<file path="src/rv_pkg.sv">
package rv_pkg;

  localparam int XLEN        = 32;
  localparam int REG_ADDR_W  = 5;
  localparam int NUM_REGS    = 32;
  localparam int IMEM_WORDS  = 256;
  localparam int IMEM_ADDR_W = 8;   // Word index, upper PC bits wrap

  localparam logic [XLEN-1:0] RESET_PC = '0;

  // Major opcodes
  localparam logic [6:0] OP_LUI      = 7'b0110111;
  localparam logic [6:0] OP_AUIPC    = 7'b0010111;
  localparam logic [6:0] OP_JAL      = 7'b1101111;
  localparam logic [6:0] OP_JALR     = 7'b1100111;
  localparam logic [6:0] OP_BRANCH   = 7'b1100011;
  localparam logic [6:0] OP_REG_IMM  = 7'b0010011;
  localparam logic [6:0] OP_REG_REG  = 7'b0110011;
  localparam logic [6:0] OP_MISC_MEM = 7'b0001111;
  localparam logic [6:0] OP_SYSTEM   = 7'b1110011;

  typedef logic [XLEN-1:0]        word_t;
  typedef logic [REG_ADDR_W-1:0]  reg_addr_t;
  typedef logic [IMEM_ADDR_W-1:0] imem_addr_t;

  typedef enum logic [3:0] {
    ADD,
    SUB,
    SLL,
    SLT,
    SLTU,
    XOR,
    SRL,
    SRA,
    OR,
    AND,
    PASS_B   // LUI result is the immediate itself
  } alu_op_e;

  typedef enum logic [2:0] {
    ALU,
    AUIPC,
    BRANCH,
    JAL,
    JALR,
    NOP,     // FENCE
    ECALL,
    ILLEGAL
  } insn_class_e;

  typedef struct packed {
    insn_class_e insn_class;
    alu_op_e     alu_op;
    logic [2:0]  funct3;    // Branch condition
    reg_addr_t   rs1;
    reg_addr_t   rs2;
    reg_addr_t   rd;
    word_t       imm;       // Sign extended
    logic        use_imm;
    logic        wb_en;     // Low for rd == x0
  } decoded_t;

  typedef struct packed {
    logic       en;
    imem_addr_t addr;
    word_t      data;
  } imem_wr_t;

  typedef struct packed {
    word_t     pc;
    reg_addr_t rd;
    logic      we;
    word_t     data;
  } retire_t;

endpackage
</file>
<file path="src/rv_regfile.sv">
module rv_regfile (
  input  logic              clk,
  input  logic              rst,
  input  logic              we,
  input  rv_pkg::reg_addr_t rd,
  input  rv_pkg::word_t     wd,
  input  rv_pkg::reg_addr_t rs1,
  input  rv_pkg::reg_addr_t rs2,
  output rv_pkg::word_t     rs1_data,
  output rv_pkg::word_t     rs2_data
);
  import rv_pkg::*;

  word_t regs [1:NUM_REGS-1];   // x0 has no storage

  always_ff @(posedge clk) begin
    if (rst) begin
      for (int i = 1; i < NUM_REGS; i++) begin
        regs[i] <= '0;
      end
    end else if (we && rd != '0) begin
      regs[rd] <= wd;
    end
  end

  // Read before write within the cycle
  assign rs1_data = (rs1 == '0) ? '0 : regs[rs1];
  assign rs2_data = (rs2 == '0) ? '0 : regs[rs2];

endmodule

</file>
<file path="config.mk">
export PLATFORM = sky130hd
export DESIGN_NAME = rv_regfile
export DESIGN_NICKNAME = d
export VERILOG_FILES = /design/src/rv_pkg.sv /design/src/rv_regfile.sv
export SDC_FILE = /design/constraint.sdc
export NUM_CORES = 2
export LEC_CHECK = 0
export BUFFER_PORTS_ARGS = -buffer_cell sky130_fd_sc_hd__buf_2
export CAP_MARGIN = 30
export CORE_MARGIN = 4
export CORE_UTILIZATION = 55
export DETAILED_ROUTE_END_ITERATION = 8
export PLACE_DENSITY = 0.71
export SLEW_MARGIN = 20
export SYNTH_ARGS = -nofsm -noshare
export SYNTH_HDL_FRONTEND = slang
export SYNTH_SLANG_ARGS = --single-unit
</file>
<file path="constraint.sdc">
create_clock -name clk -period 7 [get_ports clk]
set_input_delay 1.05 -clock clk [delete_from_list [all_inputs] [get_ports clk]]
set_output_delay 1.05 -clock clk [all_outputs]
set_load 0.01 [all_outputs]
</file>
==> results.sh <==
export IMPL_status="finished clean"
export IMPL_worst_pin_slew_ns=1.21
export IMPL_use_met2_pct=53.0
export IMPL_rsz0062_at_grt="no"
export IMPL_dpl_cell_area_um2=56600
export IMPL_drt_pass1_iter_count=5
export IMPL_hpwl_um=107000
export IMPL_ys_seq_area_share_pct=56.3
export IMPL_slowest_delay_ns=0.96
export IMPL_design_die_area_um2=104000
export IMPL_max_freq_mhz=181
export IMPL_cpMaxStageDelayCell="nand3b_1"
export IMPL_place_gp_congestion=0.929
export IMPL_worstPathMaxFanout=71
export IMPL_avgSynthCellArea_um2=14.5
export IMPL_grt_busiest_layer="met2"
export IMPL_drc=0
export IMPL_power_density_nw_per_um2=247
export IMPL_hold_path_end="regs[0][31]$_DFFE_PP_"
export IMPL_vdd_ir_drop_max_mv=0.229
export IMPL_ioPinCount=114
export IMPL_ctsHoldBuffers=0
export IMPL_clock_sinks=1024
export IMPL_setup_violations=0
export IMPL_drtAntennaViolNets=0
export IMPL_fin_crit_ns=5.51
export IMPL_setup_tns_ns=0
export IMPL_dieHeight_um=323
export IMPL_dr_total_vias=35483
export IMPL_hp_start="wd[31]"
export IMPL_grt_util_met1_pct=44.1
export IMPL_path_cells="buf_6 -> nand3b_1 -> buf_4 -> o22ai_1 -> a2111oi_0 -> buf_4 -> nor3_1 -> buf_2"
export IMPL_fin_util_pct=61.3
export IMPL_clockBufferDepth=3
export IMPL_slew_headroom_pct=18.6
export IMPL_drtIter0Drc=5282
export IMPL_async_flop_share_pct=0
export IMPL_pre_cts_ws_ns=1.66
export IMPL_via_per_inst=6.92
export IMPL_path_common_cell="buf_4"
export IMPL_ctsResizeCount=0
export IMPL_critPathLaunchType="input port"
export IMPL_drv_slew=0
export IMPL_fin_crit_sh_pct=78.7
export IMPL_power_leakage_nw=21.3
export IMPL_grt_ovfl_total=0
export IMPL_maxCapViolCount=0
export IMPL_grt_start_max_net_pins=83
export IMPL_syn2layout_area_growth_pct=10.4
export IMPL_drt_total_wl_um=176000
export IMPL_synth_ff_type="edfxtp_1"
export IMPL_worstSetupEndpointType="output pin"
export IMPL_met3_usage_pct=8.13
export IMPL_design_area_um2=60300
export IMPL_largest_register_ffs=1024
export IMPL_antenna_found_initial=16
export IMPL_synth_edff_count=1024
export IMPL_required_ns=5.95
export IMPL_final_nets=3794
export IMPL_synth_cell_types=44
export IMPL_regMostFlops="regs"
export IMPL_critPathKind="input port to output pin"
export IMPL_core_area_um2=98400
export IMPL_first_global_vias=35029
export IMPL_hold_violations=0
export IMPL_cts_root_buf="clkbuf_16"
export IMPL_wl_per_cell_um=34.4
export IMPL_drive_above_1_share_pct=22.8
export IMPL_hold_class="input port to flop"
export IMPL_cts_tree="yes"
export IMPL_synth_cells=3765
export IMPL_numCtsBuffers=107
export IMPL_ys_seq_elements=1024
export IMPL_grt_usage_pct=33.6
export IMPL_synth_area_um2=54600
export IMPL_numPortBuffers=113
export IMPL_worst_hold_slack_ns=0.882
export IMPL_yosysWarnings=0
export IMPL_reg_top3="regs x1024"
export IMPL_grt_pass1_wl_um=250000
export IMPL_clkTransAtPathRegs_ns=0.06
export IMPL_nFillCells=7305
export IMPL_h_tree_depth=3
export IMPL_fp_dieW_um=323
export IMPL_hold_depth=1
export IMPL_postCtsSetupBuffers=0
export IMPL_fp_row_count=115
export IMPL_crit_arrival_ns=4.46
export IMPL_initial_utilization_pct=55.5
export IMPL_worst_slack_ns=1.49
[cell usage after synthesis, drive strengths merged, types with 5 or more instances]
cell	instances	area, um2
a21oi	56	280
buf	104	682
a22o	51	447
nor2b	56	350
clkbuf	303	1140
a211oi	47	353
nor2	37	139
a2111oi	55	522
o22ai	51	319
edfxtp	1024	30700
mux2i	322	3220
nor4	33	206
mux2	34	383
o21ai	36	180
or2	32	200
and2	995	6220
nand2	6	22.5
mux4	356	8020
nand3b	5	37.5
nor3	26	130
a22oi	104	781
[through the flow]
stage | power, mW | std cells
after global routing | 15.3 | 5121
after global placement | 9.05 | 4904
after CTS | 14.9 | 5115
after detailed placement | 9.10 | 4918
after floorplan | 8.40 | 3796
final | 14.9 | 5129
[worst max-delay path by stage]
stage	depth (start not counted)	from	slack, ns	end
6_report	8	rs2[2]	1.49	rs2_data[31]
5_1_grt	8	rs2[2]	1.57	rs2_data[31]
4_1_cts	8	rs2[2]	1.65	rs2_data[31]
3_5_place_dp	8	rs2[2]	1.66	rs2_data[31]
3_3_place_gp	6	rs2[3]	1.47	rs2_data[21]
2_1_floorplan	7	rs2[2]	3.22	rs2_data[5]
[report_power, final]
part	total, mW	internal [mW]	leakage, nW	switching, mW
Clock	5.89	3.48	1.75	2.42
Combinational	1.76	0.698	9.80	1.06
Sequential	7.27	7.09	9.75	0.182
[area by class of cell]
type | count | area (um2) | share of cell area (%)
flip-flops and latches | 1024 | 30700 | 51.0
clock buffers | 126 | 2810 | 4.66
well taps | 1287 | 1610 | 2.67
repair buffers | 246 | 1920 | 3.18
clock inverters | 71 | 768 | 1.27
inverters | 1 | 3.75 | 0.00622
multi-input cells | 2364 | 22400 | 37.2
diodes | 10 | 25.0 | 0.0415
[cells in the final DEF (no fill, tap or decap), types with 4 or more instances in the layout]
cell type	Yosys	final
nand2_1	6	5
nor4_1	33	29
a2111oi_0	23	22
edfxtp_1	1024	1024
conb_1	1	32
nor2_2	0	22
clkbuf_16	0	110
nor2b_1	56	50
nor2_4	0	12
a22o_1	51	51
o21ai_1	10	10
o22ai_1	51	51
buf_16	0	6
diode_2	0	10
nor3_1	26	26
buf_4	21	109
mux4_2	356	356
or2_2	32	31
nand3b_1	5	5
mux2_2	34	34
nor2b_4	0	6
clkbuf_1	302	16
a221oi_1	4	4
buf_12	0	15
nand3_1	4	4
buf_2	56	109
nor4_2	0	4
a21oi_1	56	56
and2_1	995	993
clkinv_1	0	28
clkinv_2	0	21
bufinv_16	0	17
buf_8	0	4
a211oi_1	47	47
a22oi_1	104	104
a2111oi_1	32	33
mux2i_1	322	322
o21ai_0	26	26
[worst max-delay path: cells and delay by family]
family          cells  cell delay, ns
simple gates        2            1.46
buf+inv             4            1.53
compound gates      2            0.25
[cell families (layout without fill, tap and decap cells)]
group           Yosys count  after routing  share of synthesized area, %
compound gates          407            407                          5.39
other cells               1             42                       0.00686
mux                     712            712                          21.3
flops                  1024           1024                          56.3
simple gates           1213           1213                          13.7
buf+inv                 408            444                          3.34
[layer usage]
layer	part of all wire (%)	routed length (um)
met5	0.023	41
met4	6.1	10700
met3	12	20500
met2	46	81800
met1	36	63100
Note: power is estimated with default switching activity, not from simulation.
