### src/rv_pkg.sv
package rv_pkg;

  localparam int XLEN        = 32;
  localparam int REG_ADDR_W  = 5;
  localparam int NUM_REGS    = 32;
  localparam int IMEM_WORDS  = 256;
  localparam int IMEM_ADDR_W = 8;   // Word index, upper PC bits wrap

  localparam logic [XLEN-1:0] RESET_PC = '0;

  // Major opcodes
  localparam logic [6:0] OP_LUI      = 7'b0110111;
  localparam logic [6:0] OP_AUIPC    = 7'b0010111;
  localparam logic [6:0] OP_JAL      = 7'b1101111;
  localparam logic [6:0] OP_JALR     = 7'b1100111;
  localparam logic [6:0] OP_BRANCH   = 7'b1100011;
  localparam logic [6:0] OP_REG_IMM  = 7'b0010011;
  localparam logic [6:0] OP_REG_REG  = 7'b0110011;
  localparam logic [6:0] OP_MISC_MEM = 7'b0001111;
  localparam logic [6:0] OP_SYSTEM   = 7'b1110011;

  typedef logic [XLEN-1:0]        word_t;
  typedef logic [REG_ADDR_W-1:0]  reg_addr_t;
  typedef logic [IMEM_ADDR_W-1:0] imem_addr_t;

  typedef enum logic [3:0] {
    ADD,
    SUB,
    SLL,
    SLT,
    SLTU,
    XOR,
    SRL,
    SRA,
    OR,
    AND,
    PASS_B   // LUI result is the immediate itself
  } alu_op_e;

  typedef enum logic [2:0] {
    ALU,
    AUIPC,
    BRANCH,
    JAL,
    JALR,
    NOP,     // FENCE
    ECALL,
    ILLEGAL
  } insn_class_e;

  typedef struct packed {
    insn_class_e insn_class;
    alu_op_e     alu_op;
    logic [2:0]  funct3;    // Branch condition
    reg_addr_t   rs1;
    reg_addr_t   rs2;
    reg_addr_t   rd;
    word_t       imm;       // Sign extended
    logic        use_imm;
    logic        wb_en;     // Low for rd == x0
  } decoded_t;

  typedef struct packed {
    logic       en;
    imem_addr_t addr;
    word_t      data;
  } imem_wr_t;

  typedef struct packed {
    word_t     pc;
    reg_addr_t rd;
    logic      we;
    word_t     data;
  } retire_t;

endpackage
### src/rv_fetch.sv
module rv_fetch (
  input  logic          clk,
  input  logic          rst,
  input  logic          run,
  input  rv_pkg::word_t next_pc,
  input  logic          stop,
  input  logic          stop_illegal,
  output rv_pkg::word_t pc,
  output logic          executing,
  output logic          halt,
  output logic          illegal
);
  import rv_pkg::*;

  // One instruction per cycle while running and not halted
  assign executing = run && !halt;

  always_ff @(posedge clk) begin
    if (rst) begin
      pc <= RESET_PC;
    end else if (executing) begin
      pc <= next_pc;
    end
  end

  // Sticky until reset
  always_ff @(posedge clk) begin
    if (rst) begin
      halt    <= 1'b0;
      illegal <= 1'b0;
    end else if (executing) begin
      if (stop) begin
        halt <= 1'b1;
      end
      if (stop_illegal) begin
        illegal <= 1'b1;
      end
    end
  end

endmodule

### config.mk
export PLATFORM = sky130hd
export DESIGN_NAME = rv_fetch
export DESIGN_NICKNAME = d
export VERILOG_FILES = /design/src/rv_pkg.sv /design/src/rv_fetch.sv
export SDC_FILE = /design/constraint.sdc
export NUM_CORES = 1
export LEC_CHECK = 0
export BUFFER_PORTS_ARGS = -buffer_cell sky130_fd_sc_hd__buf_2
export CAP_MARGIN = 20
export CORE_MARGIN = 2
export CORE_UTILIZATION = 25
export DETAILED_ROUTE_END_ITERATION = 10
export SYNTH_ARGS = -nofsm -noshare
export SYNTH_HDL_FRONTEND = slang
export SYNTH_SLANG_ARGS = --single-unit
### constraint.sdc
create_clock -name clk -period 1.4 [get_ports clk]
set_input_delay 0.14 -clock clk [delete_from_list [all_inputs] [get_ports clk]]
set_output_delay 0.14 -clock clk [all_outputs]
set_load 0.01 [all_outputs]
==> results of run 1 <==
-- registers in the layout, indices dropped and copies added, names as in the netlist --
name     flops
illegal      1
halt         1
pc          32
-- cells by family after synthesis --
logic type | synth area share
DFF | 0.405
AOI/OAI and AO/OA | 0.166
and+or+nand+nor | 0.349
buffers and inverters | 0.0797
-- power by group --
part | switching [mW] | internal (mW)
Combinational | 0.199 | 0.196
Clock | 0.327 | 0.379
Sequential | 0.0291 | 1.03
-- worst min-delay path by stage --
stage | start | endpoint | slack, ps | depth (start not counted)
2_1_floorplan | stop | halt | 280 | 2
3_3_place_gp | stop | halt | 380 | 3
3_5_place_dp | stop | halt | 380 | 3
4_1_cts | stop | halt | 90 | 3
5_1_grt | stop | halt | 110 | 3
6_report | stop | halt | 100 | 3
-- metal layers --
layer  global-route usage  up-vias  wire length (microns)
li1                     -      682                      -
met1                0.142      611                   1810
met5                    0        -                      0
met4               0.0390        0                     25
met3               0.0414        4                    292
met2                0.161       45                   1640
-- stage by stage --
stage	cell area (sq um)	hold slack, ps
global placement	2060	383
global route	2150	113
floorplan	1680	285
finish	2150	99.2
detailed placement	2060	383
CTS	2150	85.7
-- cell type report --
class	instances	area share
well taps	77	0.0449
clock buffers	6	0.0385
multi-input cells	101	0.403
inverters	1	0.00175
flip-flops and latches	34	0.317
repair buffers	76	0.195
-- Yosys cell counts, drive strengths merged --
library cell	count	share of area
a21oi	2	0.0060
and2b	1	0.0060
buf	7	0.053
clkbuf	9	0.025
dfxtp	34	0.41
inv	1	0.0022
nand2b	30	0.11
nand3b	1	0.0045
nand4bb	32	0.21
nor2	1	0.0022
o21ai	32	0.16
or2b	2	0.0089
-- worst max-delay path: cells and delay by family (launching register included) --
| kind | cells | cell delay [ps] |
|---|---|---|
| DFF | 1 | 310 |
| buffers and inverters | 1 | 180 |
| and+or+nand+nor | 1 | 390 |
==> reports/qor.yml, run 1 <==
status: "finished, final reports clean"
finalSetupViolCount: 0
maxCapViolCount: 0
die_x_microns: 86.0
cpPeakStageDelay_ps: 390
initial_core_util: 0.262
tritoncts: "yes"
fin_ws_ps: 95.8
worstSetupStartpoint: "halt"
fin_tns_setup_ps: 0
path_clk_slew_ps: 60
synth.yosys.seq_area_share: 0.405
path_class: "reg2out"
clock_sinks: 34
ys_ff_latch: 34
core_sq_um: 6420
grt_pass1_wl_microns: 6310
wl_per_cell_microns: 12.8
crit_chain: "and2b_4, buf_2"
grt_max_degree: 67
worst_clock_skew_ps: 1.54
io_pins: 72
cts_max_level: 2
synth_nets: 189
syn_area_sq_um: 1680
hold_viol: 0
clockRootBuffer: "clkbuf_8"
gp_congestion: 0.703
cts_setup_buffers: 0
drtAntennaViolNets: 0
ff2ff_path_depth: 3
cts_resized: 0
portBuffers: 71
seq_area_sq_um: 681
drc: 0
n_antenna_cell: 0
drtIter0Drc: 53
path_max_fanout: 13
end_kind: "output pin"
finalPower_mw: 2.16
gr-usage-all-layers: 0.108
stdcell_count: 295
area_growth_pct: 27.8
numCtsBuffers: 5
place_ws_ps: 278
vias_per_cell: 4.55
drive_gt1_frac: 0.518
layout_common_cells: "71 x buf_2, 34 x dfxtp_1, 32 x nand4bb_1"
maxSlewHeadroom: 0.757
multi_input_area_sq_um: 866
fin_nets: 256
die-area_sq_um: 7390
grt_pass1_vias: 1257
r2r_start: "halt"
post-route-period-util: 0.932
critPathSlowestCell: "and2b_4"
period_minus_slack_ps: 1300
p_leak_nw: 0.896
final_util: 0.334
num_rows: 29
overflow: 0
yosysWarnings: 0
netlist_instances: 152
syn_area_per_cell_sq_um: 11.1
max_freq_ghz: 0.767
place_inst: 289
final_common_cell: "buf_2"
cp-endpoint: "executing"
crit_required_ps: 1260
startpoint_type: "register"
p_per_area_nw_per_um2: 1010
worstHoldPathType: "in2reg"
clk_latency_ps: 280
dp_hpwl_microns: 2470
ys_types: 18
slew_violations: 0
wirelength_microns: 3770
worstPathArrival_ps: 1160
tightest_slew_ps: 365
reg2reg_slack_ps: 280
peakVddDrop_mv: 0.321
drtPass1Iterations: 4
r2r_end: "pc[12]"
antenna_found_initial: 0
num_vias: 1342
cts_hold_buf: 0
die_h_microns: 86.0
cts_max_path_buffers: 2
rsz0062_at_grt: "no"
fill_cells: 672
No activity file was read; power rests on OpenSTA's default activity.
==> run 2, diff against run 1 <==
clock period = 1.6 ns   (was 1.4 ns; I/O delays follow)
==> run 2 against run 1 <==
- first-iteration DRC count fell by 30%
- combinational power fell by 13%
- register-to-register slack better by 220 ps
- global-route usage rose by 0.082 points
- largest power group unchanged
- non-clock buffer count unchanged
- sequential power decreased by 12%
- final cell count rose by 0.68%
- die area did not move
- sequential share of layout area shrank 0.40 points
==> reports/qor.yml, run 2 (same netlist as run 1, synthesis figures left out) <==
status: "finished, final reports clean"  # unchanged
gr-usage-all-layers: 0.109  # was 0.108
clk_latency_ps: 280  # about the same
layout_common_cells: "71 x buf_2, 34 x dfxtp_1, 32 x nand4bb_1"  # unchanged
grt_pass1_wl_microns: 6440  # was 6310 microns
crit_chain: "buf_4, buf_2"  # was and2b_4, buf_2
crit_required_ps: 1440  # was 1260 ps
post-route-period-util: 0.786
end_kind: "output pin"  # unchanged
final_common_cell: "buf_2"  # unchanged
drc: 0  # unchanged
wl_met2_microns: 1720  # was 1640 microns
reg2reg_slack_ps: 500  # was 280 ps
grt_pass1_vias: 1262  # was 1257
n_antenna_cell: 0  # unchanged
rsz0062_at_grt: "no"  # unchanged
core_sq_um: 6420  # unchanged
wl_per_cell_microns: 13.0  # was 12.8 microns
worstHoldPathType: "in2reg"  # unchanged
wirelength_microns: 3860  # was 3770 microns
drtIter0Drc: 37  # was 53
period_minus_slack_ps: 1260
portBuffers: 71  # unchanged
drtPass1Iterations: 4  # unchanged
ff2ff_path_depth: 3  # unchanged
slew_violations: 0  # unchanged
area_growth_pct: 29.4  # was 27.8%
wl_met3_microns: 256  # was 292 microns
drive_gt1_frac: 0.523  # was 0.518
overflow: 0  # unchanged
num_rows: 29  # unchanged
worstSetupStartpoint: "halt"  # unchanged
p_per_area_nw_per_um2: 927  # was 1010 nW/um^2
cts_max_level: 2  # unchanged
fin_tns_setup_ps: 0  # unchanged
die_x_microns: 86.0  # unchanged
die-area_sq_um: 7390  # unchanged
largest_reg_flops: 32  # unchanged
dp_hpwl_microns: 2600  # was 2470 microns
regMostFlops: "pc"  # unchanged
worst_clock_skew_ps: 7.34  # was 1.54 ps
numCtsBuffers: 5  # unchanged
whs_endpoint: "pc[28]"  # was halt
hold_viol: 0  # unchanged
clockRootBuffer: "clkbuf_8"  # unchanged
max_freq_ghz: 0.795
drt-met1-wl_microns: 1860  # was 1810 microns
fill_cells: 666  # was 672
worstPathArrival_ps: 1100  # was 1160 ps
r2r_end: "pc[6]"  # was pc[12]
initial_core_util: 0.262  # unchanged
fin_nets: 256  # unchanged
path_max_fanout: 35  # was 13
tritoncts: "yes"  # unchanged
antenna_found_initial: 0  # unchanged
place_area_sq_um: 2060  # unchanged
maxSlewHeadroom: 0.756  # was 0.757
cts_resized: 0  # unchanged
path_clk_slew_ps: 80  # was 60 ps
cts_max_path_buffers: 2  # unchanged
drtAntennaViolNets: 0  # unchanged
num_vias: 1342  # unchanged
grt_max_degree: 36  # was 67
peakVddDrop_mv: 0.423  # was 0.321 mV
finalSetupViolCount: 0  # unchanged
worstHoldStart: "next_pc[28]"  # was stop
path_class: "reg2out"  # unchanged
vias_per_cell: 4.52  # was 4.55
p_leak_nw: 0.911  # was 0.896 nW
fin_area_sq_um: 2170  # was 2150 sq um
gp_congestion: 0.717  # was 0.703
maxCapViolCount: 0  # unchanged
r2r_start: "halt"  # unchanged
cts_hold_buf: 0  # unchanged
die_h_microns: 86.0  # unchanged
critPathSlowestCell: "dfxtp_1"  # was and2b_4
cts_setup_buffers: 0  # unchanged
tightest_slew_ps: 365  # about the same
whs_path_depth: 3  # unchanged
clock_sinks: 34  # unchanged
reg.largest.list: "pc x32, halt x1, illegal x1"  # unchanged
startpoint_type: "register"  # unchanged
top_layer_used: "met4"  # unchanged
cpPeakStageDelay_ps: 330  # was 390 ps
io_pins: 72  # unchanged
[run 2: changes by cell type in the layout (fill, tap and decap cells not counted), sizes merged]
cell    before  now
clkbuf       6    8
[run 2: layout make-up]
| class | instances | area (sq um) | share of cell area |
|---|---|---|---|
| multi-input cells | 101 | 866 | 0.398 |
| well taps | 77 | 96.3 | 0.0443 |
| clock buffers | 8 | 110 | 0.0506 |
| inverters | 1 | 3.75 | 0.00173 |
| repair buffers | 76 | 418 | 0.192 |
| flip-flops and latches | 34 | 681 | 0.313 |
[run 2: power by group]
group	switching (mW)	internal, mW	leakage [nW]
Combinational	0.174	0.171	0.573
Sequential	0.0268	0.902	0.280
Clock	0.307	0.435	0.0575
[run 2: stage by stage]
step	hold WS [ps]	total power, mW	instances	utilization	worst slack (ps)
after floorplan	305	1.18	152	-	583
after global placement	433	1.30	289	0.321	524
after detailed placement	436	1.30	289	0.321	513
after CTS	137	2.06	297	0.339	298
after global routing	139	2.13	297	0.339	235
final	146	2.02	297	0.339	342
[run 2: critical path: cells and delay by family, from the launching register on]
kind	cells	cell delay (ps)
flip-flops	1	330
buffers and inverters	2	480
[run 2: worst max path at each step]
stage,to,slack [ps],depth (start not counted)
2_1_floorplan,pc[18],580,3
3_3_place_gp,pc[13],520,3
3_5_place_dp,pc[5],510,3
4_1_cts,halt,300,2
5_1_grt,halt,230,2
6_report,halt,340,2
[run 2: routing by layer]
layer  track usage  vias to the layer above
li1              -                      680
met1         0.143                      617
met2         0.173                       43
met3        0.0327                        2
met4        0.0303                        0
met5             0                        -
