`config.mk`:
```
export PLATFORM = sky130hd
export DESIGN_NAME = rv_execute
export DESIGN_NICKNAME = d
export VERILOG_FILES = /design/src/rv_pkg.sv /design/src/rv_execute.sv
export SDC_FILE = /design/constraint.sdc
export NUM_CORES = 1
export LEC_CHECK = 0
export BUFFER_PORTS_ARGS = -buffer_cell sky130_fd_sc_hd__buf_2
export CORE_MARGIN = 3
export CORE_UTILIZATION = 55
export DETAILED_ROUTE_END_ITERATION = 8
export PLACE_DENSITY_LB_ADDON = 0.08
export SETUP_SLACK_MARGIN = 0.02
export SYNTH_ARGS = -nofsm -noshare
export SYNTH_HDL_FRONTEND = slang
export SYNTH_SLANG_ARGS = --single-unit
export TNS_END_PERCENT = 30
```
`constraint.sdc`:
```
create_clock -name vclk -period 6.1
set_input_delay 0.915 -clock vclk [all_inputs]
set_output_delay 0.915 -clock vclk [all_outputs]
set_load 0.02 [all_outputs]
```
`src/rv_pkg.sv`:
```
package rv_pkg;

  localparam int XLEN        = 32;
  localparam int REG_ADDR_W  = 5;
  localparam int NUM_REGS    = 32;
  localparam int IMEM_WORDS  = 256;
  localparam int IMEM_ADDR_W = 8;   // Word index, upper PC bits wrap

  localparam logic [XLEN-1:0] RESET_PC = '0;

  // Major opcodes
  localparam logic [6:0] OP_LUI      = 7'b0110111;
  localparam logic [6:0] OP_AUIPC    = 7'b0010111;
  localparam logic [6:0] OP_JAL      = 7'b1101111;
  localparam logic [6:0] OP_JALR     = 7'b1100111;
  localparam logic [6:0] OP_BRANCH   = 7'b1100011;
  localparam logic [6:0] OP_REG_IMM  = 7'b0010011;
  localparam logic [6:0] OP_REG_REG  = 7'b0110011;
  localparam logic [6:0] OP_MISC_MEM = 7'b0001111;
  localparam logic [6:0] OP_SYSTEM   = 7'b1110011;

  typedef logic [XLEN-1:0]        word_t;
  typedef logic [REG_ADDR_W-1:0]  reg_addr_t;
  typedef logic [IMEM_ADDR_W-1:0] imem_addr_t;

  typedef enum logic [3:0] {
    ADD,
    SUB,
    SLL,
    SLT,
    SLTU,
    XOR,
    SRL,
    SRA,
    OR,
    AND,
    PASS_B   // LUI result is the immediate itself
  } alu_op_e;

  typedef enum logic [2:0] {
    ALU,
    AUIPC,
    BRANCH,
    JAL,
    JALR,
    NOP,     // FENCE
    ECALL,
    ILLEGAL
  } insn_class_e;

  typedef struct packed {
    insn_class_e insn_class;
    alu_op_e     alu_op;
    logic [2:0]  funct3;    // Branch condition
    reg_addr_t   rs1;
    reg_addr_t   rs2;
    reg_addr_t   rd;
    word_t       imm;       // Sign extended
    logic        use_imm;
    logic        wb_en;     // Low for rd == x0
  } decoded_t;

  typedef struct packed {
    logic       en;
    imem_addr_t addr;
    word_t      data;
  } imem_wr_t;

  typedef struct packed {
    word_t     pc;
    reg_addr_t rd;
    logic      we;
    word_t     data;
  } retire_t;

endpackage
```
`src/rv_execute.sv`:
```
module rv_execute (
  input  rv_pkg::decoded_t dec,
  input  rv_pkg::word_t    pc,
  input  rv_pkg::word_t    rs1_data,
  input  rv_pkg::word_t    rs2_data,
  output rv_pkg::word_t    next_pc,
  output logic             wb_en,
  output rv_pkg::word_t    wb_data,
  output logic             stop,
  output logic             stop_illegal
);
  import rv_pkg::*;

  word_t      op_b;
  word_t      alu_res;
  word_t      pc_plus4;
  word_t      pc_imm;     // Branch/JAL target and AUIPC result
  word_t      jalr_sum;
  word_t      jalr_tgt;
  logic [4:0] shamt;
  logic       taken;

  assign op_b  = dec.use_imm ? dec.imm : rs2_data;
  assign shamt = op_b[4:0];

  always_comb begin
    case (dec.alu_op)
      ADD:     alu_res = rs1_data + op_b;
      SUB:     alu_res = rs1_data - op_b;
      SLL:     alu_res = rs1_data << shamt;
      SLT:     alu_res = {31'b0, $signed(rs1_data) < $signed(op_b)};
      SLTU:    alu_res = {31'b0, rs1_data < op_b};
      XOR:     alu_res = rs1_data ^ op_b;
      SRL:     alu_res = rs1_data >> shamt;
      SRA:     alu_res = word_t'($signed(rs1_data) >>> shamt);
      OR:      alu_res = rs1_data | op_b;
      AND:     alu_res = rs1_data & op_b;
      default: alu_res = op_b;   // PASS_B
    endcase
  end

  // Branch condition from funct3
  always_comb begin
    case (dec.funct3)
      3'b000:  taken = rs1_data == rs2_data;
      3'b001:  taken = rs1_data != rs2_data;
      3'b100:  taken = $signed(rs1_data) < $signed(rs2_data);
      3'b101:  taken = $signed(rs1_data) >= $signed(rs2_data);
      3'b110:  taken = rs1_data < rs2_data;
      3'b111:  taken = rs1_data >= rs2_data;
      default: taken = 1'b0;
    endcase
  end

  assign pc_plus4 = pc + 32'd4;
  assign pc_imm   = pc + dec.imm;
  assign jalr_sum = rs1_data + dec.imm;
  assign jalr_tgt = {jalr_sum[XLEN-1:1], 1'b0};   // Odd targets land on even

  always_comb begin
    case (dec.insn_class)
      BRANCH:  next_pc = taken ? pc_imm : pc_plus4;
      JAL:     next_pc = pc_imm;
      JALR:    next_pc = jalr_tgt;
      default: next_pc = pc_plus4;
    endcase
  end

  always_comb begin
    case (dec.insn_class)
      JAL, JALR: wb_data = pc_plus4;    // Link address
      AUIPC:     wb_data = pc_imm;
      default:   wb_data = alu_res;
    endcase
  end

  assign wb_en = dec.wb_en;   // Already low for branches, stops and x0

  assign stop         = (dec.insn_class == ECALL) || (dec.insn_class == ILLEGAL);
  assign stop_illegal = dec.insn_class == ILLEGAL;

endmodule

```
==> key figures, run 1 <==
Timing
  – Slew margin rel.: 0.02290
  – Fin. max-slew vios: 0
  – Setup-failing EPs final: 0
  – RSZ-0062 raised after global routing: yes
  – Worst-margin pin slew: 1.466 ns
  – Final hold vios: 0
  – Final cycle utilization of the critical path: 0.9984
  – Minimum clock period: 6.090 ns
  – F_max: 164.2 MHz

Global route
  – First-pass GRT wire length: 111000 um
  – Initial antenna violation count: 3
  – GRT Total Usage: 0.4593
  – Number of global-route vias before repair: 18948
  – Pin count of the biggest net entering global routing: 57
  – Gr ovfl total: 0

Flow run
  – Maxcap violations: 0

Detailed routing
  – Final wirelength: 74250 um
  – DR WL/cell: 26.48 um
  – DRC: 0
  – Initial DRC count: 3658
  – Antenna Nets Post-Route: 0
  – First-pass detailed-route iteration total: 8
  – Vias per cell: 7.356
  – Via count: 20626

Floorplanning
  – Std cell rows: 60
  – Chip height: 174.1 um
  – Die area: 30320 um^2
  – Core area: 27400 um^2
  – Die Span X: 174.1 um
  – I/O pin count: 222
  – Starting Density: 0.5674

Finish
  – Fin cells: 2804
  – Layout cells sized above 1: 0.1558
  – ANT cells: 0
  – Reg area: 0 um^2
  – Final-layout clock buffer total: 0
  – Fillcell total: 2587
  – Final core utilization: 0.6285
  – Seq Cell Count: 0
  – Layout Nets: 2785
  – Area delta synth->final: 10.77%

Yosys
  – Post-synthesis compound-gate area fraction: 0.3649
  – Post-synthesis mux area share: 0.1434
  – Post-Synth XOR/XNOR Area: 0.04901
  – Seq/Total Area, Yosys: 0
  – Syn avg cell area: 6.823 um^2
  – Warning count from the yosys run: 0
  – Synth Cell Area: 15550 um^2
  – Cell count after synthesis: 2279
  – Adder and majority gate portion of the synthesized area: 0.1597
  – Net count after synthesis: 2630
  – Synth cell types: 82
  – Simple-gate share of the synthesized area: 0.2095
  – Largest family of logic cells by synthesized area: compound AO/OA/AOI/OAI gates

Worst setup path
  – Worst Path Max Fanout: 12
  – CP endpoint kind: output port
  – Worst endpoint required time: 5.18 ns
  – Worst EP arrival: 5.18 ns
  – Crit Path Category: in2out
  – CP Launch Type: primary input

Placement
  – Gp weighted congestion: 1.098
  – IO Port Bufs: 205
  – Dpl hpwl: 58590 um
  – Placed cell count: 2804

Status
  – Status: complete, no violations

Power and ir drop
  – Pwr dens: 121.8 nW/um^2
  – Worst VDD drop: 0.08129 mV
  – Leak Pwr: 7.702 nW

Worst hold path
  – Hold WC Path Type: in2out
[Yosys cell counts (21+ instances only)]
cell type | instances | area [um^2]
mux2i_1 | 117 | 1171
clkbuf_1 | 97 | 364.1
xor2_1 | 32 | 280.3
o21ai_0 | 172 | 860.8
a211oi_1 | 47 | 352.8
xnor2_1 | 55 | 481.7
or3_1 | 21 | 131.4
nand2_1 | 240 | 900.9
inv_1 | 142 | 533.0
nand4_1 | 36 | 225.2
nand3_1 | 69 | 345.3
a221o_1 | 22 | 220.2
a21oi_1 | 206 | 1031
a31oi_1 | 27 | 168.9
ha_1 | 192 | 2402
buf_2 | 22 | 110.1
o21a_1 | 28 | 210.2
nor3_1 | 52 | 260.3
a21o_1 | 52 | 390.4
o211ai_1 | 53 | 397.9
nor2_1 | 158 | 593.1
mux4_2 | 37 | 833.3
o221ai_1 | 37 | 324.1
[placed cells by master, fill, tap and decap left out, types with 21 or more instances in the layout]
master,count
nand2_1,240
xor2_1,32
o21a_1,28
a211oi_1,45
inv_1,142
nor2_1,158
o21ai_0,170
mux4_2,37
nand3_1,69
ha_1,192
a21o_1,52
mux2i_1,113
or3_1,21
nor3_1,51
nand4_1,36
buf_4,84
buf_2,205
a21oi_1,205
o221ai_1,37
o211ai_1,53
a221o_1,22
a31oi_1,27
xnor2_1,55
[through the flow]
step	total power [mW]	TNS [ns]	area, um^2	setup slack, ns	hold slack (ns)
5_1_grt	2.217	-0.07097	17220	-0.07097	1.830
2_1_floorplan	1.330	0	15550	0.2056	1.943
3_3_place_gp	1.959	-0.1840	17190	-0.1840	1.830
3_5_place_dp	1.981	-0.1675	17190	-0.1675	1.830
4_1_cts	1.991	0	17190	0.02166	1.830
6_report	2.097	0	17220	0.009601	1.830
[cell families after synthesis]
kind of cell / count (synthesis)
AO/OA/AOI/OAI: 849
AND/OR/NAND/NOR: 696
buffers and inverters: 284
adder cells (fa/ha/maj): 196
multiplexers: 167
XOR/XNOR: 87
[cell type report]
class / count / area [um^2] / share of cell area
Multi-Input combinational cell: 1995 / 14510 / 0.8424
Timing Repair Buffer: 291 / 1697 / 0.09851
Inverter: 146 / 553.0 / 0.03211
Tap cell: 372 / 465.4 / 0.02702
[critical path, stage by stage]
cell	delay, ns
buf_2	0.25
buf_4	0.21
mux2i_4	0.30
buf_4	0.23
inv_2	0.05
ha_1	0.25
a211oi_1	0.48
o211ai_1	0.30
a211oi_1	0.36
a21o_1	0.23
a211o_1	0.21
a31oi_1	0.12
a221o_1	0.32
a2111oi_2	0.49
buf_4	0.20
o21ai_1	0.07
buf_2	0.18
[per-layer routing]
layer / vias up / wire length (um) / global-route usage
met3: 350 / 12030 / 0.1555
met1: 9501 / 27770 / 0.6059
met4: 6 / 4097 / 0.1723
met2: 1814 / 30310 / 0.6928
li1: 8955 / - / -
met5: - / 41 / 0
[power by group]
| part | internal, mW | total, mW | switching, mW | leakage, nW |
|---|---|---|---|---|
| clock | 0 | 0 | 0 | 0 |
| sequential | 0 | 0 | 0 | 0 |
| combinational | 0.746 | 2.10 | 1.35 | 7.70 |
[repair_timing]
item / in CTS / in global routing
hold buffers: 0 / 0
pin swaps: 0 / 1
buffers inserted: 0 / 0
endpoints found under the setup margin: 1 / 9
endpoints found under the hold margin: 0 / 0
gates resized for setup: 2 / 9
[path summary, 6_finish.rpt]
check | startpoint | endpoint | slack (ns) | depth (start not counted)
min | dec[0] | wb_en | 1.83 | 0
max | dec[1] | wb_data[27] | 0.01 | 17
Power figures use the tool's default switching activity.
==> run 2: changes to the inputs <==
- CELL_PAD_IN_SITES_DETAIL_PLACEMENT: default -> 0
- CELL_PAD_IN_SITES_GLOBAL_PLACEMENT: default -> 1
- CORE_UTILIZATION: 55 -> 44
==> key figures, run 2 (synthesis gave the netlist of run 1 again) <==
Finish
  – Most common cell after layout, fill and taps aside: nand2_1
  – Fillcell total: 3582
  – Final core utilization: 0.5062
  – Reg area: 0 um^2
  – Layout Nets: 2821
  – Final-layout clock buffer total: 0
  – Seq Cell Count: 0
  – Area delta synth->final: 13.02%
  – Most frequent cells in the layout: 240 x nand2_1, 205 x a21oi_1, 204 x buf_2
  – Multi-input logic area: 14490 um^2
  – Fin cells: 2924
  – Layout cells sized above 1: 0.1665

Floorplanning
  – Chip height: 194.0 um
  – Starting Density: 0.4479
  – Core area: 34710 um^2
  – Die area: 37630 um^2
  – Die Span X: 194.0 um
  – I/O pin count: 222
  – Std cell rows: 68

Timing
  – Final cycle utilization of the critical path: 0.9690
  – Final WS setup: 0.1892 ns
  – F_max: 169.2 MHz
  – Slew margin rel.: 0.2758
  – Final hold vios: 0
  – Fin. max-slew vios: 0
  – Setup TNS: 0 ns
  – RSZ-0062 raised after global routing: no
  – Worst-margin pin slew: 1.086 ns
  – Minimum clock period: 5.911 ns
  – Setup-failing EPs final: 0

Detailed routing
  – Vias per cell: 6.895
  – Via count: 20162
  – Antenna Nets Post-Route: 0
  – Initial DRC count: 2762
  – Final wirelength: 79710 um
  – DRC: 0
  – DR WL/cell: 27.26 um
  – First-pass detailed-route iteration total: 6

Placement
  – Post-Place Worst Slack: 0.01249 ns
  – IO Port Bufs: 205
  – Gp weighted congestion: 1.055
  – Dpl hpwl: 64290 um
  – Placed cell count: 2923

Worst setup path
  – Slowest-stage cell, CP: fa_1
  – Critical path buffers and inverters: 4
  – Worst endpoint required time: 5.18 ns
  – Worst EP arrival: 5.00 ns
  – CP endpoint kind: output port
  – Cell family with the largest share of critical-path delay: compound AO/OA/AOI/OAI gates
  – CP Launch Type: primary input
  – CP cell instances: buf_4 -> mux2i_4 -> inv_2 -> ha_1 -> fa_1 -> o21bai_1 -> and3_1 -> o211a_1 -> o21a_1 -> o211ai_1 -> a41oi_2 -> nor2_1 -> o311ai_0 -> buf_4 -> a22oi_1 -> buf_2
  – Slowest cell delay on critical path: 0.48 ns
  – Crit Path Category: in2out
  – Worst Path Max Fanout: 15
  – CP dominant cell by count: buf_4
  – Crit. Startpoint: dec[1]

Global route
  – Number of global-route vias before repair: 19042
  – Gr ovfl total: 0
  – Pin count of the biggest net entering global routing: 59
  – GRT Total Usage: 0.3982
  – First-pass GRT wire length: 118600 um
  – Initial antenna violation count: 4

CTS
  – # Post-CTS Setup Buffers: 0

Status
  – Status: complete, no violations

Worst hold path
  – Min-delay src: dec[0]
  – Hold WC Path Type: in2out

Flow run
  – Maxcap violations: 0
-- run 2: cell types whose count changed in the layout (fill, tap and decap cells not counted), moves of 2 or more --
cell and delta:
a211oi_1 +2, mux2i_1 +2, a211oi_2 -2, mux2i_2 -2, buf_4 +38
-- run 2: area by class of cell --
class / count / area share
multi-input cells: 1995 / 0.8246
repair buffers: 327 / 0.1114
well taps: 455 / 0.03240
inverters: 146 / 0.03147
diodes: 1 / 0.0001424
-- run 2: final timing paths --
kind              cells past startpoint  slack (ns)          to
setup / recovery                     16        0.19  wb_data[0]
hold / removal                        0        1.83       wb_en
-- run 2: what timing repair did --
action / in CTS / in global routing
gates resized for setup: 1 / 7
endpoints found under the setup margin: 1 / 2
hold buffers: 0 / 0
-- run 2: metrics by stage --
stage | hold WS, ns | cell area (um^2)
3_5_place_dp | 1.830 | 17550
4_1_cts | 1.830 | 17550
3_3_place_gp | 1.830 | 17550
5_1_grt | 1.830 | 17570
6_report | 1.830 | 17570
2_1_floorplan | 1.943 | 15550
-- run 2: routing by layer --
metal  GRT usage  routed length (um)  vias to the layer above
met2      0.6064               33770                     1363
met3     0.09383                9853                      182
met4      0.1287                3094                        4
li1            -                   -                     9051
met1      0.5552               32970                     9562
met5           0                  23                        -
