==> config.mk <==
export PLATFORM = sky130hd
export DESIGN_NAME = rv_decode
export DESIGN_NICKNAME = d
export VERILOG_FILES = /design/src/rv_pkg.sv /design/src/rv_decode.sv
export SDC_FILE = /design/constraint.sdc
export NUM_CORES = 1
export LEC_CHECK = 0
export BUFFER_PORTS_ARGS = -buffer_cell sky130_fd_sc_hd__buf_2
export CORE_UTILIZATION = 42
export DETAILED_ROUTE_END_ITERATION = 7
export GPL_ROUTABILITY_DRIVEN = 0
export PLACE_DENSITY = 0.86
export SKIP_LAST_GASP = 1
export SYNTH_ARGS = -nofsm -noshare
export SYNTH_HDL_FRONTEND = slang
export SYNTH_SLANG_ARGS = --single-unit
==> constraint.sdc <==
create_clock -name vclk -period 2.2
set_clock_uncertainty 0.15 [all_clocks]
set_input_delay 0.22 -clock vclk [all_inputs]
set_output_delay 0.22 -clock vclk [all_outputs]
set_load 0.01 [all_outputs]
==> src/rv_pkg.sv <==
package rv_pkg;

  localparam int XLEN        = 32;
  localparam int REG_ADDR_W  = 5;
  localparam int NUM_REGS    = 32;
  localparam int IMEM_WORDS  = 256;
  localparam int IMEM_ADDR_W = 8;   // Word index, upper PC bits wrap

  localparam logic [XLEN-1:0] RESET_PC = '0;

  // Major opcodes
  localparam logic [6:0] OP_LUI      = 7'b0110111;
  localparam logic [6:0] OP_AUIPC    = 7'b0010111;
  localparam logic [6:0] OP_JAL      = 7'b1101111;
  localparam logic [6:0] OP_JALR     = 7'b1100111;
  localparam logic [6:0] OP_BRANCH   = 7'b1100011;
  localparam logic [6:0] OP_REG_IMM  = 7'b0010011;
  localparam logic [6:0] OP_REG_REG  = 7'b0110011;
  localparam logic [6:0] OP_MISC_MEM = 7'b0001111;
  localparam logic [6:0] OP_SYSTEM   = 7'b1110011;

  typedef logic [XLEN-1:0]        word_t;
  typedef logic [REG_ADDR_W-1:0]  reg_addr_t;
  typedef logic [IMEM_ADDR_W-1:0] imem_addr_t;

  typedef enum logic [3:0] {
    ADD,
    SUB,
    SLL,
    SLT,
    SLTU,
    XOR,
    SRL,
    SRA,
    OR,
    AND,
    PASS_B   // LUI result is the immediate itself
  } alu_op_e;

  typedef enum logic [2:0] {
    ALU,
    AUIPC,
    BRANCH,
    JAL,
    JALR,
    NOP,     // FENCE
    ECALL,
    ILLEGAL
  } insn_class_e;

  typedef struct packed {
    insn_class_e insn_class;
    alu_op_e     alu_op;
    logic [2:0]  funct3;    // Branch condition
    reg_addr_t   rs1;
    reg_addr_t   rs2;
    reg_addr_t   rd;
    word_t       imm;       // Sign extended
    logic        use_imm;
    logic        wb_en;     // Low for rd == x0
  } decoded_t;

  typedef struct packed {
    logic       en;
    imem_addr_t addr;
    word_t      data;
  } imem_wr_t;

  typedef struct packed {
    word_t     pc;
    reg_addr_t rd;
    logic      we;
    word_t     data;
  } retire_t;

endpackage
==> src/rv_decode.sv <==
module rv_decode (
  input  rv_pkg::word_t    insn,
  output rv_pkg::decoded_t dec
);
  import rv_pkg::*;

  logic [6:0] opcode;
  logic [6:0] funct7;
  logic [2:0] funct3;
  reg_addr_t  rd;
  word_t      imm_i;
  word_t      imm_b;
  word_t      imm_j;
  word_t      imm_u;
  logic       f7_zero;
  logic       f7_alt;     // SUB and SRA/SRAI
  logic       rd_write;
  alu_op_e    f3_op;

  assign opcode  = insn[6:0];
  assign rd      = insn[11:7];
  assign funct3  = insn[14:12];
  assign funct7  = insn[31:25];
  assign f7_zero = funct7 == 7'b0000000;
  assign f7_alt  = funct7 == 7'b0100000;

  assign imm_i = {{20{insn[31]}}, insn[31:20]};
  assign imm_b = {{19{insn[31]}}, insn[31], insn[7], insn[30:25], insn[11:8], 1'b0};
  assign imm_j = {{11{insn[31]}}, insn[31], insn[19:12], insn[20], insn[30:21], 1'b0};
  assign imm_u = {insn[31:12], 12'b0};

  // Shared ALU mapping of the OP and OP-IMM groups
  always_comb begin
    case (funct3)
      3'b000:  f3_op = ADD;
      3'b001:  f3_op = SLL;
      3'b010:  f3_op = SLT;
      3'b011:  f3_op = SLTU;
      3'b100:  f3_op = XOR;
      3'b101:  f3_op = f7_alt ? SRA : SRL;
      3'b110:  f3_op = OR;
      default: f3_op = AND;
    endcase
  end

  always_comb begin
    dec            = '0;
    dec.funct3     = funct3;
    dec.rs1        = insn[19:15];
    dec.rs2        = insn[24:20];
    dec.rd         = rd;
    dec.insn_class = ILLEGAL;   // Anything not matched below
    dec.alu_op     = ADD;
    rd_write       = 1'b0;

    case (opcode)
      OP_LUI: begin
        dec.insn_class = ALU;
        dec.alu_op     = PASS_B;
        dec.imm        = imm_u;
        dec.use_imm    = 1'b1;
        rd_write       = 1'b1;
      end
      OP_AUIPC: begin
        dec.insn_class = AUIPC;
        dec.imm        = imm_u;
        rd_write       = 1'b1;
      end
      OP_JAL: begin
        dec.insn_class = JAL;
        dec.imm        = imm_j;
        rd_write       = 1'b1;
      end
      OP_JALR: begin
        if (funct3 == 3'b000) begin
          dec.insn_class = JALR;
          dec.imm        = imm_i;
          rd_write       = 1'b1;
        end
      end
      OP_BRANCH: begin
        if (funct3 != 3'b010 && funct3 != 3'b011) begin
          dec.insn_class = BRANCH;
          dec.imm        = imm_b;
        end
      end
      OP_REG_IMM: begin
        // Shift immediates constrain the upper seven bits
        if (!(funct3 == 3'b001 && !f7_zero) &&
            !(funct3 == 3'b101 && !f7_zero && !f7_alt)) begin
          dec.insn_class = ALU;
          dec.alu_op     = f3_op;
          dec.imm        = imm_i;
          dec.use_imm    = 1'b1;
          rd_write       = 1'b1;
        end
      end
      OP_REG_REG: begin
        if (f7_zero || (f7_alt && (funct3 == 3'b000 || funct3 == 3'b101))) begin
          dec.insn_class = ALU;
          dec.alu_op     = (f7_alt && funct3 == 3'b000) ? SUB : f3_op;
          rd_write       = 1'b1;
        end
      end
      OP_MISC_MEM: begin
        if (funct3 == 3'b000) begin
          dec.insn_class = NOP;     // FENCE, single cycle core has nothing to order
        end
      end
      OP_SYSTEM: begin
        if (insn[31:7] == '0) begin
          dec.insn_class = ECALL;   // EBREAK and CSR forms fall to illegal
        end
      end
      default: ;
    endcase

    dec.wb_en = rd_write && (rd != '0);
  end

endmodule

==> results of run 1 <==
cell usage after synthesis, drive strengths merged, types with 2 or more instances:
cell type and count:
a21o 20, a21oi 6, a22o 4, a31oi 10, and2 8, and3 2
buf 24, clkbuf 5, nand2 9, nand2b 8, nand3 8, nand3b 2
nand4 2, nor2 10, nor2b 2, nor3 8, nor4 4, o2111ai 2
o211ai 2, o21ai 4, o31ai 2, o32ai 2, or2 2, or2b 2
or3 2, or4 2
final cells by class:
class,instances,share of cell area (%)
inverter,1,0.2437
multi-input combinational,133,61.41
tap,30,2.437
timing repair buffer,104,35.91
layer usage:
layer / vias to the layer above / track usage, % / part of all wire [%]
li1: 753 / - / -
met1: 694 / 32.51 / 40
met2: 103 / 45.06 / 49
met3: 7 / 1.412 / 8.5
met4: 0 / 2.193 / 2.0
met5: - / 0 / 0
where the power goes:
part           internal (mW)  switching [mW]  total [mW]
Sequential                 0               0           0
Combinational         0.0794           0.108       0.188
Clock                      0               0           0
repair_timing:
item,in CTS,in global routing
setup endpoints to repair,21,26
setup buffers,0,0
cloned,0,1
resized for setup,1,8
hold endpoints to repair,0,0
logic make-up after synthesis:
kind of cell | count (synthesis) | synth area share, %
buffers and inverters | 30 | 21.54
and+or+nand+nor | 74 | 38.06
AOI/OAI and AO/OA | 57 | 39.62
xor gates and xnor gates | 1 | 0.7814
final timing paths:
check  depth (start not counted)  slack [ns]  endpoint  startpoint
max                            7        0.09   dec[32]    insn[25]
min                            2        0.51   dec[45]    insn[16]
==> metrics.md, run 1 <==
| Metric | Value |
|---|---|
| Syn Inst Count | `162` |
| Least-Margin Pin Slew | `0.4787 ns` |
| DP Worst Slack | `-0.03013 ns` |
| CP Launch Type | `input port` |
| Starting Density | `44.84%` |
| Number of I/O port buffers | `91` |
| Mapped Nets | `194` |
| Status | `complete, no violations` |
| Share of layout cells above drive strength 1 | `56.72%` |
| Max_slew headroom | `68.09%` |
| Die X | `53.67 um` |
| CP delay by family, top | `compound AO/OA/AOI/OAI gates` |
| Slack of the critical path | `0.08750 ns` |
| PD cells | `121.8 nW/um^2` |
| WP buf/inv | `2` |
| Sequential cell area | `0 sq um` |
| Clkbuf count | `0` |
| Library cells used by synthesis | `46` |
| Detail-routed via count per cell | `5.810` |
| Post-layout net count | `272` |
| CTS Hold Buffers Added | `0` |
| Cell Area, Synth | `1121 sq um` |
| Die area | `2880 sq um` |
| Fmax | `473.4 MHz` |
| Seq_cells | `0` |
| Worst path required time | `1.83 ns` |
| Kind of end point of the critical path | `output port` |
| Ranking of synthesized cells by area | `buf_4 13%, a21o_2 8.6%, a21o_1 6.0%` |
| Largest net degree at the start of global routing | `15` |
| Die outline height | `53.67 um` |
| Post-Place Cells | `267` |
| VDD IR max | `0.00007138 V` |
| Most frequent cells in the layout | `91 x buf_2, 13 x buf_4, 11 x a21o_2` |
| Avg Inst Size Synth | `6.920 sq um` |
| Data arrival, critical path | `1.74 ns` |
| Crit path largest cell delay | `0.40 ns` |
| Ports | `91` |
| Max Slew Vio Count | `0` |
| Area leader, netlist | `buf_4` |
| DR iter-0 viols | `49` |
| Dpl cell area | `1474 sq um` |
| Pwr Total | `187.5 uW` |
| Layout area overhead | `37.39%` |
| TritonRoute pass-1 iters | `4` |
| Vias in the first global route | `1244` |
| Core ar. | `2500 sq um` |
| Via count | `1557` |
| Crit path kind | `in2out` |
| Antenna-violating nets left | `0` |
| Layout fillers | `256` |
| Hold_ws | `0.5061 ns` |
| Synth warn | `0` |
| First-pass GRT wire length | `5499 um` |
| Critical Path Fanout Max | `5` |
| Setup TNS | `0 ns` |
| Sequential area share after synthesis | `0%` |
| Antenna violations before repair | `0` |
| Yosys top cell area share | `13.39%` |
| Total Routing Usage GR | `24.74%` |
| Design Area, Final | `1540 sq um` |
| WL/cell | `14.59 um` |
| Max-cap violations | `0` |
| Fin crit share | `96.02%` |
| Min Tclk post-route | `2.112 ns` |
| HPWL after DPL | `3030 um` |
| Commonest non-fill, non-tap cell in the layout | `buf_2` |
| Slowest cell on crit path | `o31a_4` |
| Total routed wirelength | `3910 um` |
| Area of the multi-input gates | `945.9 sq um` |
| Final hold viol count | `0` |
| Final Non-Filler Cells | `268` |
| Number of diodes | `0` |
| Util after Layout | `61.61%` |
| Total grt overflow | `0` |
| Cell Chain, Critical Path | `buf_2 -> nor4_4 -> a31oi_2 -> o31a_4 -> a31oi_2 -> a21o_2 -> buf_2` |
| Setup violations, final | `0` |
| Worst Hold Class | `in2out` |
| Remaining routing DRC violations | `0` |
| Rows | `18` |
| Leakage | `0.8878 nW` |
No activity file was read; power rests on OpenSTA's default activity.
==> run 2: changes to the inputs <==
Settings changed: CORE_MARGIN from default to 5, CORE_UTILIZATION 42 to 38, PLACE_DENSITY 0.86 to 0.82.
Clock period 2.2 ns to 1.8 ns, I/O delays scaled along.
==> run 2 against run 1 <==
Against the previous run:
- the run now ends with negative setup slack left
- sequential share of layout area is the same
- via count grew 32%
- first-iteration DRC count grew to 4.7 times the previous value
- core utilization grew 17 points
- global-route usage grew 4.5 points
- non-clock buffer count grew 41
- clock-buffer cell count is the same
- routed wire length grew 90%
- die area grew 44%
- critical path depth grew 1
- critical endpoint is now dec[9]
==> metrics.md, run 2 (synthesis results as in run 1) <==
| Metric | Value |
|---|---|
| Status | `finished with violations` |
| Failing checks | `negative setup slack` |
| Clkbuf count | `0 (unchanged)` |
| Max-cap violations | `0 (unchanged)` |
| Seq_cells | `0 (unchanged)` |
| Vias in the first global route | `2013 (+62%)` |
| Post-layout net count | `312 (+15%)` |
| Starting Density | `40.31% (-4.5 points)` |
| Critical path origin | `insn[5]` |
| Sequential cell area | `0 sq um (unchanged)` |
| Kind of end point of the critical path | `output port` |
| Max Slew Vio Count | `0 (unchanged)` |
| Max_slew headroom | `71.47% (+3.4 points)` |
| Most frequent cells in the layout | `74 x buf_2, 50 x buf_4, 20 x buf_6` |
| Number of I/O port buffers | `91 (unchanged)` |
| HPWL after DPL | `3829 um (+26%)` |
| Rows | `19 (+1)` |
| Total Routing Usage GR | `29.23% (+4.5 points)` |
| Hold_ws | `0.4519 ns (-0.05417 ns)` |
| Cell Chain, Critical Path | `buf_2 -> nand2_1 -> nor2_2 -> nand3_1 -> buf_4 -> nand3_1 -> and2_1 -> buf_2` |
| Ports | `91 (unchanged)` |
| Dpl cell area | `1748 sq um (+19%)` |
| Crit path kind | `in2out` |
| Via count | `2057 (+32%)` |
| Min Tclk post-route | `2.135 ns` |
| Die outline height | `64.32 um (+20%)` |
| Die area | `4136 sq um (+44%)` |
| Antenna violations before repair | `0 (unchanged)` |
| PD cells | `157.0 nW/um^2 (+29%)` |
| Post-Place Cells | `304 (+14%)` |
| Final Non-Filler Cells | `309 (+15%)` |
| Layout area overhead | `94.75%` |
| Least-Margin Pin Slew | `0.4240 ns (-0.05469 ns)` |
| First-pass GRT wire length | `10050 um (+83%)` |
| Worst Hold Class | `in2out` |
| WP depth | `8 (+1)` |
| DR iter-0 viols | `230 (+370%)` |
| WP buf/inv | `3 (+1)` |
| Die X | `64.32 um (+20%)` |
| Number of diodes | `0 (unchanged)` |
| CP Launch Type | `input port` |
| Share of layout cells above drive strength 1 | `68.71% (+12 points)` |
| Crit path to | `dec[9]` |
| Crit path largest cell delay | `0.29 ns (-0.11 ns)` |
| Data arrival, critical path | `1.81 ns (+0.07 ns)` |
| Antenna-violating nets left | `0 (unchanged)` |
| Commonest non-fill, non-tap cell in the layout | `buf_2` |
| Fmax | `468.4 MHz` |
| Critical Path Fanout Max | `6 (+1)` |
| Largest net degree at the start of global routing | `13 (-2)` |
| Pwr Total | `342.7 uW (+83%)` |
| Slowest cell on crit path | `nand3_1` |
| Total routed wirelength | `7444 um (+90%)` |
| Remaining routing DRC violations | `0 (unchanged)` |
| VDD IR max | `0.0001191 V (+67%)` |
| Final hold viol count | `0 (unchanged)` |
| Unrepaired setup endpoints after global routing | `yes` |
| Slack of the critical path | `-0.3351 ns (-0.4226 ns)` |
| Leakage | `1.159 nW (+31%)` |
| Total grt overflow | `0 (unchanged)` |
| TritonRoute pass-1 iters | `5 (+1)` |
| Design Area, Final | `2183 sq um (+42%)` |
| Detail-routed via count per cell | `6.657 (+15%)` |
| Fin crit share | `118.6%` |
| WL/cell | `24.09 um (+65%)` |
| Setup violations, final | `41 (+41)` |
| CP delay by family, top | `simple AND/OR/NAND/NOR gates` |
| Layout fillers | `161 (-37%)` |
| Core ar. | `2781 sq um (+11%)` |
| Worst path required time | `1.47 ns (-0.36 ns)` |
## run 2: report_power, final
group | switching [mW] | internal, mW
logic | 0.188 | 0.154
registers | 0 | 0
clock network | 0 | 0
total | 0.188 | 0.154
## run 2: area by class of cell
cell class	count	area [sq um]	area share, %
inverters	1	3.754	0.1719
repair buffers	145	985.9	45.16
multi-input cells	132	1155	52.89
well taps	31	38.79	1.777
## run 2: metal layers
layer,vias up,share of wire [%],wire (um),GRT usage (%)
met2,232,47,3514,51.99
met1,940,33,2431,32.54
met4,0,6.5,483,14.50
li1,827,-,-,-
met5,-,0,0,0
met3,58,14,1016,5.779
## run 2: how the worst min path moves through the flow
stage | from | to | slack (ns) | depth (start not counted)
3_5_place_dp | insn[18] | dec[47] | 0.43 | 2
4_1_cts | insn[18] | dec[47] | 0.43 | 2
3_3_place_gp | insn[15] | dec[44] | 0.43 | 2
5_1_grt | insn[16] | dec[45] | 0.45 | 2
2_1_floorplan | insn[7] | dec[34] | 0.30 | 1
6_report | insn[16] | dec[45] | 0.45 | 2
## run 2: timing repair
item	in CTS	in global routing
pin swaps	14	10
hold endpoints to repair	0	0
setup endpoints to repair	41	41
hold buffers	0	0
gates resized for setup	48	27
setup buffers	3	2
## run 2: through the flow
step / setup slack, ns / setup TNS (ns) / util, %
floorplan: 0.01331 / 0 / -
global placement: -0.3545 / -11.30 / 62.84
detailed placement: -0.4697 / -14.39 / 62.84
CTS: -0.1360 / -3.313 / 72.83
global route: -0.3528 / -11.26 / 78.50
finish: -0.3351 / -9.423 / 78.50
